===== config.mk =====
export PLATFORM = sky130hd
export DESIGN_NAME = cpu_subsystem
export DESIGN_NICKNAME = d
export VERILOG_FILES = /design/src/hw/sys86_map_pkg.sv /design/src/hw/sys86_timing_pkg.sv /design/src/hw/bus_phase_gen.sv /design/src/hw/cpu_bus_arbiter.sv /design/src/hw/cpu_subsystem.sv /design/src/hw/main_addr_decoder.sv /design/src/hw/sub_addr_decoder.sv
export SDC_FILE = /design/constraint.sdc
export NUM_CORES = 1
export LEC_CHECK = 0
export BUFFER_PORTS_ARGS = -buffer_cell sky130_fd_sc_hd__buf_4
export CORE_MARGIN = 4
export CORE_UTILIZATION = 34
export CTS_CLUSTER_DIAMETER = 100
export DETAILED_ROUTE_END_ITERATION = 8
export GPL_ROUTABILITY_DRIVEN = 0
export GPL_TIMING_DRIVEN = 1
export PLACE_DENSITY_LB_ADDON = 0.3
export SLEW_MARGIN = 20
export SYNTH_ARGS = -nofsm -noshare
export SYNTH_HDL_FRONTEND = slang
export SYNTH_SLANG_ARGS = --single-unit

===== constraint.sdc =====
create_clock -name clk_6m -period 1.43 [get_ports clk_6m]
set_input_delay 0.3575 -clock clk_6m [delete_from_list [all_inputs] [get_ports clk_6m]]
set_output_delay 0.3575 -clock clk_6m [all_outputs]
set_load 0.03 [all_outputs]

===== src/hw/sys86_map_pkg.sv =====
package sys86_map_pkg;

	// CPU side and master bus widths
	localparam int addr_w = 16;
	localparam int bus_addr_w = 13;
	localparam int data_w = 8;
	localparam int rom_addr_w = 15;
	localparam int bank_w = 2;

	// Windows are picked by the top three address bits
	localparam int win_w = 3;
	localparam logic [win_w-1:0] win_scroll0 = 3'd0;
	localparam logic [win_w-1:0] win_scroll1 = 3'd1;
	localparam logic [win_w-1:0] win_object = 3'd2;
	localparam logic [win_w-1:0] win_bank_rom = 3'd3;

	// Register pages decode on bits 15:11
	localparam int page_w = 5;

	////////////////////////////////////////////////////////////////////////////
	// Write-only register pages
	////////////////////////////////////////////////////////////////////////////

	localparam logic [addr_w-1:0] reg_latch0 = 16'h8000;
	localparam logic [addr_w-1:0] reg_latch1 = 16'h8800;
	localparam logic [addr_w-1:0] reg_backcolor = 16'h9000;
	localparam logic [addr_w-1:0] reg_bank = 16'h9800;
	localparam logic [addr_w-1:0] reg_hold = 16'hA000;
	localparam logic [addr_w-1:0] reg_irq_ack = 16'hA800;

endpackage


===== src/hw/sys86_timing_pkg.sv =====
package sys86_timing_pkg;

	// One bus period of clk_6m
	localparam int phase_count = 4;
	localparam int phase_w = 2;

	// Phases 0-1 belong to the main CPU, 2-3 to the sub CPU
	localparam logic [phase_w-1:0] slot_main_last = 2'd1;
	localparam logic [phase_w-1:0] slot_sub_last = 2'd3;

endpackage


===== src/hw/bus_phase_gen.sv =====
`timescale 1ns/1ps

module bus_phase_gen import sys86_timing_pkg::*; (
	input  logic               clk_6m,
	input  logic               reset,
	output logic [phase_w-1:0] phase,
	output logic               slot_sub,
	output logic               main_e,
	output logic               sub_e
);

	logic [phase_w-1:0] next_phase;

	// Wrap at the end of the bus period
	always_comb begin
		if (phase == phase_w'(phase_count - 1)) begin
			next_phase = '0;
		end else begin
			next_phase = phase + 1'b1;
		end
	end

	// Decodes of next_phase, so the strobes line up with phase
	always_ff @(posedge clk_6m) begin
		if (reset) begin
			phase <= '0;
			slot_sub <= 1'b0;
			main_e <= 1'b0;
			sub_e <= 1'b0;
		end else begin
			phase <= next_phase;
			slot_sub <= (next_phase > slot_main_last);
			main_e <= (next_phase == slot_main_last);
			sub_e <= (next_phase == slot_sub_last);
		end
	end

endmodule


===== src/hw/cpu_bus_arbiter.sv =====
`timescale 1ns/1ps

module cpu_bus_arbiter import sys86_map_pkg::*; (
	input  logic                  clk_6m,
	input  logic                  reset,
	input  logic                  slot_sub,
	input  logic                  main_e,
	// Main CPU side
	input  logic [addr_w-1:0]     main_addr,
	input  logic [data_w-1:0]     main_wdata,
	input  logic                  main_we,
	input  logic                  main_sel_scroll0,
	input  logic                  main_sel_scroll1,
	input  logic                  main_sel_object,
	input  logic                  main_sel_latch0,
	input  logic                  main_sel_latch1,
	input  logic                  main_sel_backcolor,
	input  logic                  main_rom_sel_c,
	input  logic                  main_rom_sel_d,
	input  logic [bank_w-1:0]     main_bank,
	output logic [data_w-1:0]     main_rdata,
	// Sub CPU side
	input  logic [addr_w-1:0]     sub_addr,
	input  logic [data_w-1:0]     sub_wdata,
	input  logic                  sub_we,
	input  logic                  sub_sel_scroll0,
	input  logic                  sub_sel_scroll1,
	input  logic                  sub_sel_object,
	input  logic                  sub_sel_latch0,
	input  logic                  sub_sel_latch1,
	input  logic                  sub_rom_sel_c,
	input  logic                  sub_rom_sel_d,
	output logic [data_w-1:0]     sub_rdata,
	// Master bus
	output logic [bus_addr_w-1:0] bus_addr,
	output logic [data_w-1:0]     bus_wdata,
	output logic                  bus_we,
	output logic                  scroll0,
	output logic                  scroll1,
	output logic                  object,
	output logic                  latch0,
	output logic                  latch1,
	output logic                  backcolor,
	output logic [data_w-1:0]     md,
	input  logic [data_w-1:0]     bus_rdata,
	// Program ROMs
	output logic [rom_addr_w-1:0] rom_9c_addr,
	output logic                  rom_9c_ce,
	input  logic [data_w-1:0]     rom_9c_data,
	output logic [rom_addr_w-1:0] rom_9d_addr,
	output logic                  rom_9d_ce,
	input  logic [data_w-1:0]     rom_9d_data,
	output logic [rom_addr_w-1:0] rom_12c_addr,
	output logic                  rom_12c_ce,
	input  logic [data_w-1:0]     rom_12c_data,
	output logic [rom_addr_w-1:0] rom_12d_addr,
	output logic                  rom_12d_ce,
	input  logic [data_w-1:0]     rom_12d_data
);

	logic                slot_sub_d;
	logic                owner_last;
	logic [addr_w-1:0]   own_addr;
	logic [data_w-1:0]   own_wdata;
	logic                own_we;
	logic                own_scroll0;
	logic                own_scroll1;
	logic                own_object;
	logic                own_latch0;
	logic                own_latch1;

	////////////////////////////////////////////////////////////////////////////
	// Slot owner select
	////////////////////////////////////////////////////////////////////////////

	assign own_addr = slot_sub ? sub_addr : main_addr;
	assign own_wdata = slot_sub ? sub_wdata : main_wdata;
	assign own_we = slot_sub ? sub_we : main_we;
	assign own_scroll0 = slot_sub ? sub_sel_scroll0 : main_sel_scroll0;
	assign own_scroll1 = slot_sub ? sub_sel_scroll1 : main_sel_scroll1;
	assign own_object = slot_sub ? sub_sel_object : main_sel_object;
	assign own_latch0 = slot_sub ? sub_sel_latch0 : main_sel_latch0;
	assign own_latch1 = slot_sub ? sub_sel_latch1 : main_sel_latch1;

	// Second phase of the sub slot is the one after a sub phase
	assign owner_last = slot_sub ? slot_sub_d : main_e;

	// Master bus, one cycle behind the slot
	always_ff @(posedge clk_6m) begin
		if (reset) begin
			slot_sub_d <= 1'b0;
			bus_addr <= '0;
			bus_wdata <= '0;
			bus_we <= 1'b0;
			scroll0 <= 1'b0;
			scroll1 <= 1'b0;
			object <= 1'b0;
			latch0 <= 1'b0;
			latch1 <= 1'b0;
			backcolor <= 1'b0;
			md <= '0;
		end else begin
			slot_sub_d <= slot_sub;
			bus_addr <= own_addr[bus_addr_w-1:0];
			bus_wdata <= own_wdata;
			bus_we <= own_we && (own_scroll0 || own_scroll1 || own_object);
			scroll0 <= own_scroll0;
			scroll1 <= own_scroll1;
			object <= own_object;
			// Latches fire once per bus cycle
			latch0 <= owner_last && own_latch0;
			latch1 <= owner_last && own_latch1;
			backcolor <= main_e && main_sel_backcolor;
			md <= main_wdata;
		end
	end

	////////////////////////////////////////////////////////////////////////////
	// Program ROMs and read return
	////////////////////////////////////////////////////////////////////////////

	assign rom_9c_addr = main_addr[rom_addr_w-1:0];
	assign rom_9d_addr = {main_bank, main_addr[rom_addr_w-bank_w-1:0]};
	assign rom_12c_addr = sub_addr[rom_addr_w-1:0];
	assign rom_12d_addr = sub_addr[rom_addr_w-1:0];

	assign rom_9c_ce = !slot_sub && main_rom_sel_c;
	assign rom_9d_ce = !slot_sub && main_rom_sel_d;
	assign rom_12c_ce = slot_sub && sub_rom_sel_c;
	assign rom_12d_ce = slot_sub && sub_rom_sel_d;

	// Master bus data when no ROM drives the CPU
	assign main_rdata = rom_9c_ce ? rom_9c_data :
		rom_9d_ce ? rom_9d_data : bus_rdata;
	assign sub_rdata = rom_12c_ce ? rom_12c_data :
		rom_12d_ce ? rom_12d_data : bus_rdata;

endmodule


===== src/hw/cpu_subsystem.sv =====
`timescale 1ns/1ps

module cpu_subsystem import sys86_map_pkg::*; (
	input  logic                  clk_6m,
	input  logic                  reset,
	input  logic                  vblank,
	input  logic [addr_w-1:0]     main_addr,
	input  logic [data_w-1:0]     main_wdata,
	input  logic                  main_we,
	output logic [data_w-1:0]     main_rdata,
	input  logic [addr_w-1:0]     sub_addr,
	input  logic [data_w-1:0]     sub_wdata,
	input  logic                  sub_we,
	output logic [data_w-1:0]     sub_rdata,
	output logic                  sub_reset,
	output logic                  main_irq,
	output logic                  sub_irq,
	output logic [bus_addr_w-1:0] bus_addr,
	output logic [data_w-1:0]     bus_wdata,
	output logic                  bus_we,
	output logic                  scroll0,
	output logic                  scroll1,
	output logic                  object,
	output logic                  latch0,
	output logic                  latch1,
	output logic                  backcolor,
	output logic [data_w-1:0]     md,
	input  logic [data_w-1:0]     bus_rdata,
	output logic [rom_addr_w-1:0] rom_9c_addr,
	output logic                  rom_9c_ce,
	input  logic [data_w-1:0]     rom_9c_data,
	output logic [rom_addr_w-1:0] rom_9d_addr,
	output logic                  rom_9d_ce,
	input  logic [data_w-1:0]     rom_9d_data,
	output logic [rom_addr_w-1:0] rom_12c_addr,
	output logic                  rom_12c_ce,
	input  logic [data_w-1:0]     rom_12c_data,
	output logic [rom_addr_w-1:0] rom_12d_addr,
	output logic                  rom_12d_ce,
	input  logic [data_w-1:0]     rom_12d_data
);

	logic              slot_sub;
	logic              main_e;
	logic              sub_e;
	logic              main_sel_scroll0;
	logic              main_sel_scroll1;
	logic              main_sel_object;
	logic              main_sel_latch0;
	logic              main_sel_latch1;
	logic              main_sel_backcolor;
	logic              main_rom_sel_c;
	logic              main_rom_sel_d;
	logic [bank_w-1:0] main_bank;
	logic              sub_sel_scroll0;
	logic              sub_sel_scroll1;
	logic              sub_sel_object;
	logic              sub_sel_latch0;
	logic              sub_sel_latch1;
	logic              sub_rom_sel_c;
	logic              sub_rom_sel_d;

	// Phase number itself is not needed at this level
	bus_phase_gen u_phase (
		.clk_6m(clk_6m),
		.reset(reset),
		.phase(),
		.slot_sub(slot_sub),
		.main_e(main_e),
		.sub_e(sub_e)
	);

	main_addr_decoder u_main_dec (
		.clk_6m(clk_6m),
		.reset(reset),
		.main_e(main_e),
		.vblank(vblank),
		.addr(main_addr),
		.wdata(main_wdata),
		.we(main_we),
		.sel_scroll0(main_sel_scroll0),
		.sel_scroll1(main_sel_scroll1),
		.sel_object(main_sel_object),
		.sel_latch0(main_sel_latch0),
		.sel_latch1(main_sel_latch1),
		.sel_backcolor(main_sel_backcolor),
		.rom_sel_c(main_rom_sel_c),
		.rom_sel_d(main_rom_sel_d),
		.bank(main_bank),
		.irq(main_irq),
		.hold(sub_reset)
	);

	sub_addr_decoder u_sub_dec (
		.clk_6m(clk_6m),
		.reset(reset),
		.sub_e(sub_e),
		.vblank(vblank),
		.addr(sub_addr),
		.we(sub_we),
		.sel_scroll0(sub_sel_scroll0),
		.sel_scroll1(sub_sel_scroll1),
		.sel_object(sub_sel_object),
		.sel_latch0(sub_sel_latch0),
		.sel_latch1(sub_sel_latch1),
		.rom_sel_c(sub_rom_sel_c),
		.rom_sel_d(sub_rom_sel_d),
		.irq(sub_irq)
	);

	cpu_bus_arbiter u_arbiter (
		.clk_6m(clk_6m),
		.reset(reset),
		.slot_sub(slot_sub),
		.main_e(main_e),
		.main_addr(main_addr),
		.main_wdata(main_wdata),
		.main_we(main_we),
		.main_sel_scroll0(main_sel_scroll0),
		.main_sel_scroll1(main_sel_scroll1),
		.main_sel_object(main_sel_object),
		.main_sel_latch0(main_sel_latch0),
		.main_sel_latch1(main_sel_latch1),
		.main_sel_backcolor(main_sel_backcolor),
		.main_rom_sel_c(main_rom_sel_c),
		.main_rom_sel_d(main_rom_sel_d),
		.main_bank(main_bank),
		.main_rdata(main_rdata),
		.sub_addr(sub_addr),
		.sub_wdata(sub_wdata),
		.sub_we(sub_we),
		.sub_sel_scroll0(sub_sel_scroll0),
		.sub_sel_scroll1(sub_sel_scroll1),
		.sub_sel_object(sub_sel_object),
		.sub_sel_latch0(sub_sel_latch0),
		.sub_sel_latch1(sub_sel_latch1),
		.sub_rom_sel_c(sub_rom_sel_c),
		.sub_rom_sel_d(sub_rom_sel_d),
		.sub_rdata(sub_rdata),
		.bus_addr(bus_addr),
		.bus_wdata(bus_wdata),
		.bus_we(bus_we),
		.scroll0(scroll0),
		.scroll1(scroll1),
		.object(object),
		.latch0(latch0),
		.latch1(latch1),
		.backcolor(backcolor),
		.md(md),
		.bus_rdata(bus_rdata),
		.rom_9c_addr(rom_9c_addr),
		.rom_9c_ce(rom_9c_ce),
		.rom_9c_data(rom_9c_data),
		.rom_9d_addr(rom_9d_addr),
		.rom_9d_ce(rom_9d_ce),
		.rom_9d_data(rom_9d_data),
		.rom_12c_addr(rom_12c_addr),
		.rom_12c_ce(rom_12c_ce),
		.rom_12c_data(rom_12c_data),
		.rom_12d_addr(rom_12d_addr),
		.rom_12d_ce(rom_12d_ce),
		.rom_12d_data(rom_12d_data)
	);

endmodule


===== src/hw/main_addr_decoder.sv =====
`timescale 1ns/1ps

module main_addr_decoder import sys86_map_pkg::*; (
	input  logic              clk_6m,
	input  logic              reset,
	input  logic              main_e,
	input  logic              vblank,
	input  logic [addr_w-1:0] addr,
	input  logic [data_w-1:0] wdata,
	input  logic              we,
	output logic              sel_scroll0,
	output logic              sel_scroll1,
	output logic              sel_object,
	output logic              sel_latch0,
	output logic              sel_latch1,
	output logic              sel_backcolor,
	output logic              rom_sel_c,
	output logic              rom_sel_d,
	output logic [bank_w-1:0] bank,
	output logic              irq,
	output logic              hold
);

	logic [win_w-1:0]  win;
	logic [page_w-1:0] page;
	logic              reg_wr;
	logic              hold_q;
	logic              vblank_d;
	logic              vblank_rise;

	assign win = addr[addr_w-1 -: win_w];
	assign page = addr[addr_w-1 -: page_w];

	////////////////////////////////////////////////////////////////////////////
	// Address decode
	////////////////////////////////////////////////////////////////////////////

	// Shared video windows, reads and writes
	assign sel_scroll0 = (win == win_scroll0);
	assign sel_scroll1 = (win == win_scroll1);
	assign sel_object = (win == win_object);

	// Register pages only respond to writes
	assign sel_latch0 = we && (page == reg_latch0[addr_w-1 -: page_w]);
	assign sel_latch1 = we && (page == reg_latch1[addr_w-1 -: page_w]);
	assign sel_backcolor = we && (page == reg_backcolor[addr_w-1 -: page_w]);

	// 9c above 0x8000, banked 9d at 0x6000
	assign rom_sel_c = !we && addr[addr_w-1];
	assign rom_sel_d = !we && (win == win_bank_rom);

	////////////////////////////////////////////////////////////////////////////
	// Registers
	////////////////////////////////////////////////////////////////////////////

	// Writes take effect at the end of the main bus cycle
	assign reg_wr = main_e && we && addr[addr_w-1];
	assign vblank_rise = vblank && !vblank_d;

	always_ff @(posedge clk_6m) begin
		if (reset) begin
			bank <= '0;
			hold_q <= 1'b0;
			irq <= 1'b0;
			vblank_d <= 1'b0;
		end else begin
			vblank_d <= vblank;
			if (reg_wr && page == reg_bank[addr_w-1 -: page_w]) begin
				bank <= wdata[bank_w-1:0];
			end
			if (reg_wr && page == reg_hold[addr_w-1 -: page_w]) begin
				hold_q <= wdata[0];
			end
			// A new vblank wins over an ack in the same cycle
			if (vblank_rise) begin
				irq <= 1'b1;
			end else if (reg_wr && page == reg_irq_ack[addr_w-1 -: page_w]) begin
				irq <= 1'b0;
			end
		end
	end

	// Sub CPU held in reset by system reset or the hold bit
	assign hold = reset || hold_q;

endmodule


===== src/hw/sub_addr_decoder.sv =====
`timescale 1ns/1ps

module sub_addr_decoder import sys86_map_pkg::*; (
	input  logic              clk_6m,
	input  logic              reset,
	input  logic              sub_e,
	input  logic              vblank,
	input  logic [addr_w-1:0] addr,
	input  logic              we,
	output logic              sel_scroll0,
	output logic              sel_scroll1,
	output logic              sel_object,
	output logic              sel_latch0,
	output logic              sel_latch1,
	output logic              rom_sel_c,
	output logic              rom_sel_d,
	output logic              irq
);

	logic [win_w-1:0]  win;
	logic [page_w-1:0] page;
	logic              ack_wr;
	logic              vblank_d;

	assign win = addr[addr_w-1 -: win_w];
	assign page = addr[addr_w-1 -: page_w];

	// Same shared windows as the main CPU
	assign sel_scroll0 = (win == win_scroll0);
	assign sel_scroll1 = (win == win_scroll1);
	assign sel_object = (win == win_object);

	assign sel_latch0 = we && (page == reg_latch0[addr_w-1 -: page_w]);
	assign sel_latch1 = we && (page == reg_latch1[addr_w-1 -: page_w]);

	// No bank here, 12d sits linearly in its window
	assign rom_sel_c = !we && addr[addr_w-1];
	assign rom_sel_d = !we && (win == win_bank_rom);

	// Sub's own acknowledge, at the end of its bus cycle
	assign ack_wr = sub_e && we && (page == reg_irq_ack[addr_w-1 -: page_w]);

	always_ff @(posedge clk_6m) begin
		if (reset) begin
			irq <= 1'b0;
			vblank_d <= 1'b0;
		end else begin
			vblank_d <= vblank;
			if (vblank && !vblank_d) begin
				irq <= 1'b1;
			end else if (ack_wr) begin
				irq <= 1'b0;
			end
		end
	end

endmodule


## After elaboration in Yosys (flattened, before gate mapping)

Cells that the tools add are included.

| storage, ports and cells | value |
|---|---|
| output and inout port bits | 119 |
| bits in registers | 48 |

| operators by class | value |
|---|---|
| equal/unequal tests | 18 |
| reductions and logical operators | 36 |
| add/sub/neg operators | 1 |
| muxes and demuxes | 18 |
| magnitude comparators | 1 |

Operators with widths:

| operator | count |
|---|---|
| equality test 5 bit (second input constant) | 9 |
| two-way mux 8 bit | 5 |
| logical AND 1 bit | 25 |
| two-way mux 13 bit | 1 |
| equality test 3 x 2 -> 1 bit (second input constant) | 4 |
| two-way mux 1 bit | 11 |
| equality test 3 x 1 -> 1 bit (second input constant) | 2 |
| logical NOT 3 bit | 2 |
| equality test 2 bit (second input constant) | 2 |
| logical NOT 1 bit | 4 |
| nonzero test 2 bit | 2 |
| logical OR 1 bit | 3 |
| adder 2 x 1 -> 2 bit (second input constant) | 1 |
| equality test 2 x 1 -> 1 bit (second input constant) | 1 |
| > comparator 2 x 1 -> 1 bit (second input constant) | 1 |
| two-way mux 2 bit | 1 |

## Logic depth before layout (Yosys ltp)

Gate-level depths: netlist of the first run.

| logic depth | value |
|---|---|
| word-level depth | 5 |
| mapped depth | 6 |

## Cells and area by module

A second synthesis of the first run with hierarchy kept.

| unflattened totals | value |
|---|---|
| cells, all modules | 298 |
| area total of the unflattened synthesis | 2778.9 um^2 |

Modules (own cells, without submodules):

| module | cells each | area each (um^2) | times used |
|---|---|---|---|
| cpu_bus_arbiter | 232 | 2185.8 | 1 |
| main_addr_decoder | 34 | 291.5 | 1 |
| bus_phase_gen | 14 | 161.4 | 1 |
| sub_addr_decoder | 18 | 140.1 | 1 |

## Least setup slack after synthesis of the first run

No wires, ideal clock.

| timing | value |
|---|---|
| kind | reg2out |
| start point | reg u_phase.slot_sub |
| end point | out sub_rdata[4] |
| setup slack | -0.462 ns |
| arrival time | 1.535 ns |
| cell stages (with the launch flop) | 6 |
| buffers on the path | 2 |
| cell sequence | dfxtp_1 > buf_6 > nor2b_1 > buf_4 > a21boi_1 > a2bb2oi_1 |

| on the way | value |
|---|---|
| word-level cells in the longest chain between the ends | 3 |
| elaborated cells between the ends (all ways) | 4 |
| those cells by class | mux (2); reduce/logical (2) |

Ends and longest elaborated chain:

| element | RTL line | RTL |
|---|---|---|
| start, declared | bus_phase_gen.sv:7 | `output logic slot_sub,` |
| start signal, assigned | bus_phase_gen.sv:32 | `slot_sub <= (next_phase > slot_main_last);` |
| logical AND 1 bit | cpu_bus_arbiter.sv:130 | `assign rom_12d_ce = slot_sub && sub_rom_sel_d;` |
| two-way mux 8 bit | cpu_bus_arbiter.sv:136 | `rom_12d_ce ? rom_12d_data : bus_rdata;` |
| two-way mux 8 bit * | cpu_bus_arbiter.sv:135 | `assign sub_rdata = rom_12c_ce ? rom_12c_data :` |
| end, declared | cpu_subsystem.sv:14 | `output logic [data_w-1:0] sub_rdata,` |

Mark *: on every way between the ends. The rest lies on a longest branch, timed or not.

## Final worst setup path of the first run

Same ends and word-level chain as after synthesis.

==> impl_metrics.ini, run 1 <==
[clock_network]
cts-root-buf = clkbuf_8
cts_htree_levels = 2
cts_tree = built
clkSinkCount = 47
clockBufferDepth = 2
ctsHoldBuffers = 0
cts_made_buffers = 5
clk_latency_ns = 0.30
clkTransAtPathRegs_ns = 0.09

[worst_setup_path]
end_kind = output pin
max_stage_delay_ns = 0.38
worst-path-max-fanout = 4
critPathLaunchType = flip-flop
rr_startpoint = u_phase.slot_sub
crit_chain = buf_12, nor2b_4, a21boi_4, a2bb2oi_2, buf_6
crit_arrival_ns = 1.53
crit_required_ns = 1.07
worst-setup-path-type = reg2out
cp_slowest_cell = dfxtp_4
crit_family = compound AO/OA/AOI/OAI gates
startpoint = u_phase.slot_sub
worst-path-buf-inv = 2

[floorplan]
die_x_um = 96.0
core-area_um2 = 7370
start_util_pct = 35.7
die_y_um = 96.0
fp-row-count = 31
die-area_um2 = 9210
ios = 212

[power]
combPwrFrac_pct = 39.8
power_leakage_nw = 2.23
p_per_area_nw_per_um2 = 931
ir_drop_mv = 0.415
swShare_pct = 33.0
power_frac_seq_pct = 33.4
intPower_w = 0.00288
pwr-share-clk_pct = 26.8
netSwitchingPower_w = 0.00142

[timing]
tns_ns = -7.63
slew_viol_final = 0
finalSetupViolCount = 20
final.min_clock_period_ns = 1.88
tightest_slew_ns = 0.340
hold_viol = 0
fmax_mhz = 531
timing.final.ws_setup_ns = -0.455
period_share_pct = 132
finClkSkew_ns = 0.00525
grt_setup_unrepaired = true
relSlewSlack_pct = 77.3

[yosys]
ys_ff_latch = 47
synth_top_area_share_pct = 35.7
yosys_warnings = 0
ys_top_cells_by_area = dfxtp_1, buf_4, mux2i_1
post_synth_num_cell_types = 36
yosysSeqAreaShare_pct = 35.7
syn-num-nets = 395
synth_area_leader_cell = dfxtp_1
syn_avg_cell_area_um2 = 8.80
netlist_area_um2 = 2630
synthCells = 299

[finish]
final_cell_mix = buf_4, dfxtp_1, nor2_1
final_common_cell = buf_4
postLayoutCellArea_um2 = 4610
diodes = 0
layout.cells.non_filler = 587
multi_input_area_um2 = 1320
area_growth_pct = 75.2
drive_gt1_share_pct = 61.9
nets = 583
regArea_um2 = 946
fillCellCount = 674
fin_util_pct = 62.6

[worst_hold_path]
hp-start = main_wdata[7]
worstHoldPathType = in2reg

[detailed_routing]
met3_length_um = 934
wl_met2_um = 4560
drt-vias-per-instance = 4.73
ant_nets = 0
drt_iter0_markers = 68
wirelength_um = 8880
via_count = 2779
drcViolationCount = 0
top_layer = met4
met1_length_um = 3140
routedWlPerCell_um = 15.1
first_pass_iters = 4

[grt]
grt_remaining_overflow = 0
grt_max_degree = 24
grt_pass1_wl_um = 13300
antenna_found_initial = 0
grt_pass1_vias = 2783
grtUsageTotal_pct = 18.6

[place]
dp_hpwl_um = 7230
dpl_cell_area_um2 = 4260
port_buffers = 211
pre_cts_slack_ns = -0.363
placed_cells = 575

[flow_run]
drv_cap = 0

[run_status]
violations = negative setup slack
run_status = finished, violations left
[per-layer routing]
layer / up-vias / track usage [%]
met3: 15 / 5.32
met5: - / 0
met1: 1255 / 19.5
met2: 154 / 34.4
li1: 1355 / -
met4: 0 / 7.35
[through the flow]
step,hold slack (ns),total power (W)
after floorplan,0.428,0.00245
after global placement,0.440,0.00307
final,0.279,0.00429
after global routing,0.264,0.00450
after detailed placement,0.455,0.00309
after CTS,0.264,0.00433
[state kept, by name (all words and copies together), names as in the netlist, 2 cells and up]
register             cells
u_arbiter.bus_addr      13
u_arbiter.md             8
u_arbiter.bus_wdata      8
u_main_dec.bank          2
[final timing paths]
check | endpoint | slack, ns | cells after the start
max | sub_rdata[4] | -0.45 | 5
min | u_arbiter.md[7] | 0.28 | 2
max reg2reg | u_arbiter.latch0 | 0 | 5
min reg2reg | u_main_dec.bank[0] | 0.46 | 2
[worst reg2reg max path, cell delays in order, from the launching register on]
cell and delay [ns]:
dfxtp_4 0.38, buf_12 0.10, buf_4 0.31, mux2_2 0.38
nand2_1 0.09, a21oi_1 0.05
[Yosys cell counts]
cell type   n
buf_2       3
nand3b_1    2
nand4_1     4
clkbuf_1    7
o22ai_1    10
a2bb2oi_1   3
nor2_1     33
nor2b_1    16
a22oi_1     1
nand4b_1    3
inv_1      16
and4bb_2    1
ha_1        3
a211o_1     8
nor4_1      2
mux2i_1    23
nand3_1     3
dfxtp_1    47
a32oi_1     2
mux2_2      2
nand4bb_1   1
o2bb2ai_1   3
a21boi_1    1
and4b_1     1
or2_2       1
o221ai_1    8
buf_4      62
or3b_1      1
buf_6       1
and2_1      1
nor3_1      3
clkinv_1    1
nor4_4      1
nand2_1     8
a31o_2      2
a21oi_1    15
[cells by family after synthesis]
family	count (synthesis)	synth area share, %
compound gates	53	14.4
mux	25	9.60
buf+inv	90	22.1
simple gates	81	16.7
flops	47	35.7
fa+ha+maj	3	1.43
[layout make-up]
| type | instances | share of cell area, % |
|---|---|---|
| Multi-Input combinational cell | 163 | 28.5 |
| Tap cell | 99 | 2.69 |
| Timing Repair Buffer | 253 | 43.9 |
| Sequential cell | 47 | 20.5 |
| Clock inverter | 3 | 1.46 |
| Inverter | 17 | 1.46 |
| Clock buffer | 5 | 1.49 |
[power by group through the flow]
stage / clock, W / sequential (W) / combinational, W
6_report: 0.00115 / 0.00143 / 0.00171
5_1_grt: 0.00124 / 0.00145 / 0.00182
4_1_cts: 0.00119 / 0.00144 / 0.00170
3_5_place_dp: 0 / 0.00147 / 0.00162
3_3_place_gp: 0 / 0.00146 / 0.00161
2_1_floorplan: 0 / 0.00161 / 0.000840
[what timing repair did]
action	CTS	global route
gates resized for setup	35	11
endpoints found under the setup margin	22	28
gates cloned	1	0
setup buffers	3	0
pin swaps	4	3
(Power assumes the default switching activity.)
==> run 2, diff against run 1 <==
--- a/config.mk
+++ b/config.mk
@@ -6,8 +6,10 @@
 export NUM_CORES = 1
 export LEC_CHECK = 0
 export BUFFER_PORTS_ARGS = -buffer_cell sky130_fd_sc_hd__buf_4
+export CORE_ASPECT_RATIO = 1.2
 export CORE_MARGIN = 4
 export CORE_UTILIZATION = 34
+export CTS_BUF_LIST = sky130_fd_sc_hd__clkbuf_8
 export CTS_CLUSTER_DIAMETER = 100
 export DETAILED_ROUTE_END_ITERATION = 8
 export GPL_ROUTABILITY_DRIVEN = 0
==> run 2 against run 1 <==
  * The flow still finishes with violations (negative setup slack)
  * Sequential share of layout area rose by 0.11 points
  * Register-to-register slack gained 0.07 ns
  * First-iteration DRC count fell by 28%
  * Cell count fell by 2.0%
  * Via count up 1.6%
  * Critical path depth fell by 1
  * Sequential power hardly changed
  * Worst setup slack better by 0.029 ns
  * Core utilization fell by 0.60 points
  * Clock power about the same
  * Cell area decreased by 0.52%
  * Non-clock buffer count decreased by 3
  * Critical endpoint is now main_rdata[1]
  * Largest cell class unchanged
  * Highest routed layer unchanged
==> impl_metrics.ini, run 2 (synthesis results as in run 1) <==
[grt]
grt_remaining_overflow = 0
use_met1_pct = 18.7
met3_usage_pct = 4.75
top_usage_layer = met2
met2_usage_pct = 36.7
antenna_found_initial = 0
grtUsageTotal_pct = 19.0
grt_pass1_wl_um = 14000
grt_max_degree = 41
grt_pass1_vias = 2928

[timing]
period_share_pct = 130
relSlewSlack_pct = 71.3
finClkSkew_ns = 0.00466
final.min_clock_period_ns = 1.86
slew_viol_final = 0
fmax_mhz = 539
grt_setup_unrepaired = true
finalSetupViolCount = 20
timing.final.ws_setup_ns = -0.426
hold_viol = 0
tightest_slew_ns = 0.430

[finish]
area_growth_pct = 74.3
largest_reg_flops = 13
postLayoutCellArea_um2 = 4590
drive_gt1_share_pct = 61.6
nets = 580
final_common_cell = buf_4
fillCellCount = 652
top_regs = u_arbiter.bus_addr (13), u_arbiter.bus_wdata (8), u_arbiter.md (8)
largest-register = u_arbiter.bus_addr
final_cell_mix = buf_4, dfxtp_1, nor2_1
diodes = 0

[detailed_routing]
drt_iter0_markers = 49
wirelength_um = 9270
ant_nets = 0
drt-vias-per-instance = 4.91
routedWlPerCell_um = 16.1
drcViolationCount = 0
via_count = 2823
first_pass_iters = 4

[place]
dpl_cell_area_um2 = 4180
pre_cts_slack_ns = -0.369
port_buffers = 211
dp_hpwl_um = 7180

[power]
power_leakage_nw = 2.22
ir_drop_mv = 0.592
p_total_w = 0.00431
p_per_area_nw_per_um2 = 939

[clock_network]
clkTransAtPathRegs_ns = 0.09
cts_htree_levels = 2
ctsHoldBuffers = 0
cts-root-buf = clkbuf_8
clockBufferDepth = 2
cts_made_buffers = 5
clk_latency_ns = 0.29
clkSinkCount = 47
cts_tree = built

[floorplan]
start_util_pct = 35.6
die_y_um = 104
die-area_um2 = 9220
die_x_um = 88.3
core-area_um2 = 7400
fp-row-count = 34
ios = 212

[worst_setup_path]
startpoint = u_phase.slot_sub
critPathLaunchType = flip-flop
crit_arrival_ns = 1.50
worst-path-max-fanout = 6
max_stage_delay_ns = 0.43
crit_family = simple AND/OR/NAND/NOR gates
worst-path-buf-inv = 1
cp_slowest_cell = or3b_4
r2r_cells = 5
end_kind = output pin
crit_required_ns = 1.07
crit_chain = or3b_4, o221ai_2, a21oi_1, buf_4
rr_startpoint = u_phase.slot_sub
worstSetupPathDepth = 4
worst-setup-path-type = reg2out

[worst_hold_path]
worstHoldPathType = in2reg
hold_depth = 2
hp-start = main_wdata[4]

[flow_run]
drv_cap = 0

[run_status]
run_status = finished, violations left
violations = negative setup slack
## run 2: changes by cell type in the layout (fill, tap and decap cells not counted), sizes merged
| cell | previous run | this run |
|---|---|---|
| buf | 253 | 250 |
## run 2: worst paths after layout
check / endpoint / slack, ns
max: main_rdata[1] / -0.43
min: u_arbiter.md[4] / 0.27
max reg2reg: u_arbiter.latch1 / 0.07
min reg2reg: u_phase.phase[0] / 0.46
## run 2: area by class of cell
class | count | area [µm²] | area share, %
multi-input combinational | 163 | 1330 | 29.0
clock inverter | 3 | 67.6 | 1.47
tap | 90 | 113 | 2.45
timing repair buffer | 250 | 2000 | 43.5
inverter | 17 | 67.6 | 1.47
sequential | 47 | 946 | 20.6
clock buffer | 5 | 68.8 | 1.50
## run 2: metal layers
metal  share of wire [%]  wire [µm]
met2                  53       4920
met5                   0          0
met1                  33       3070
met4                 3.2        298
met3                  11        981
## run 2: what timing repair did
item / in CTS / in global routing
pin swaps: 10 / 4
setup endpoints to repair: 28 / 22
setup buffers: 6 / 1
gates cloned: 1 / 0
gates resized for setup: 45 / 7
## run 2: report_power, final
group | switching, W | internal, W
Sequential | 0.0000381 | 0.00140
Clock | 0.000453 | 0.000697
Combinational | 0.000942 | 0.000779
Total | 0.00143 | 0.00288
## run 2: per-stage QoR
step,util [%],setup TNS (ns),hold WS (ns),instances
2_1_floorplan,-,-3.98,0.428,299
3_3_place_gp,56.4,-5.54,0.437,560
3_5_place_dp,56.4,-6.29,0.450,560
4_1_cts,61.5,-7.76,0.259,575
5_1_grt,62.0,-8.86,0.281,575
6_report,62.0,-7.62,0.273,575
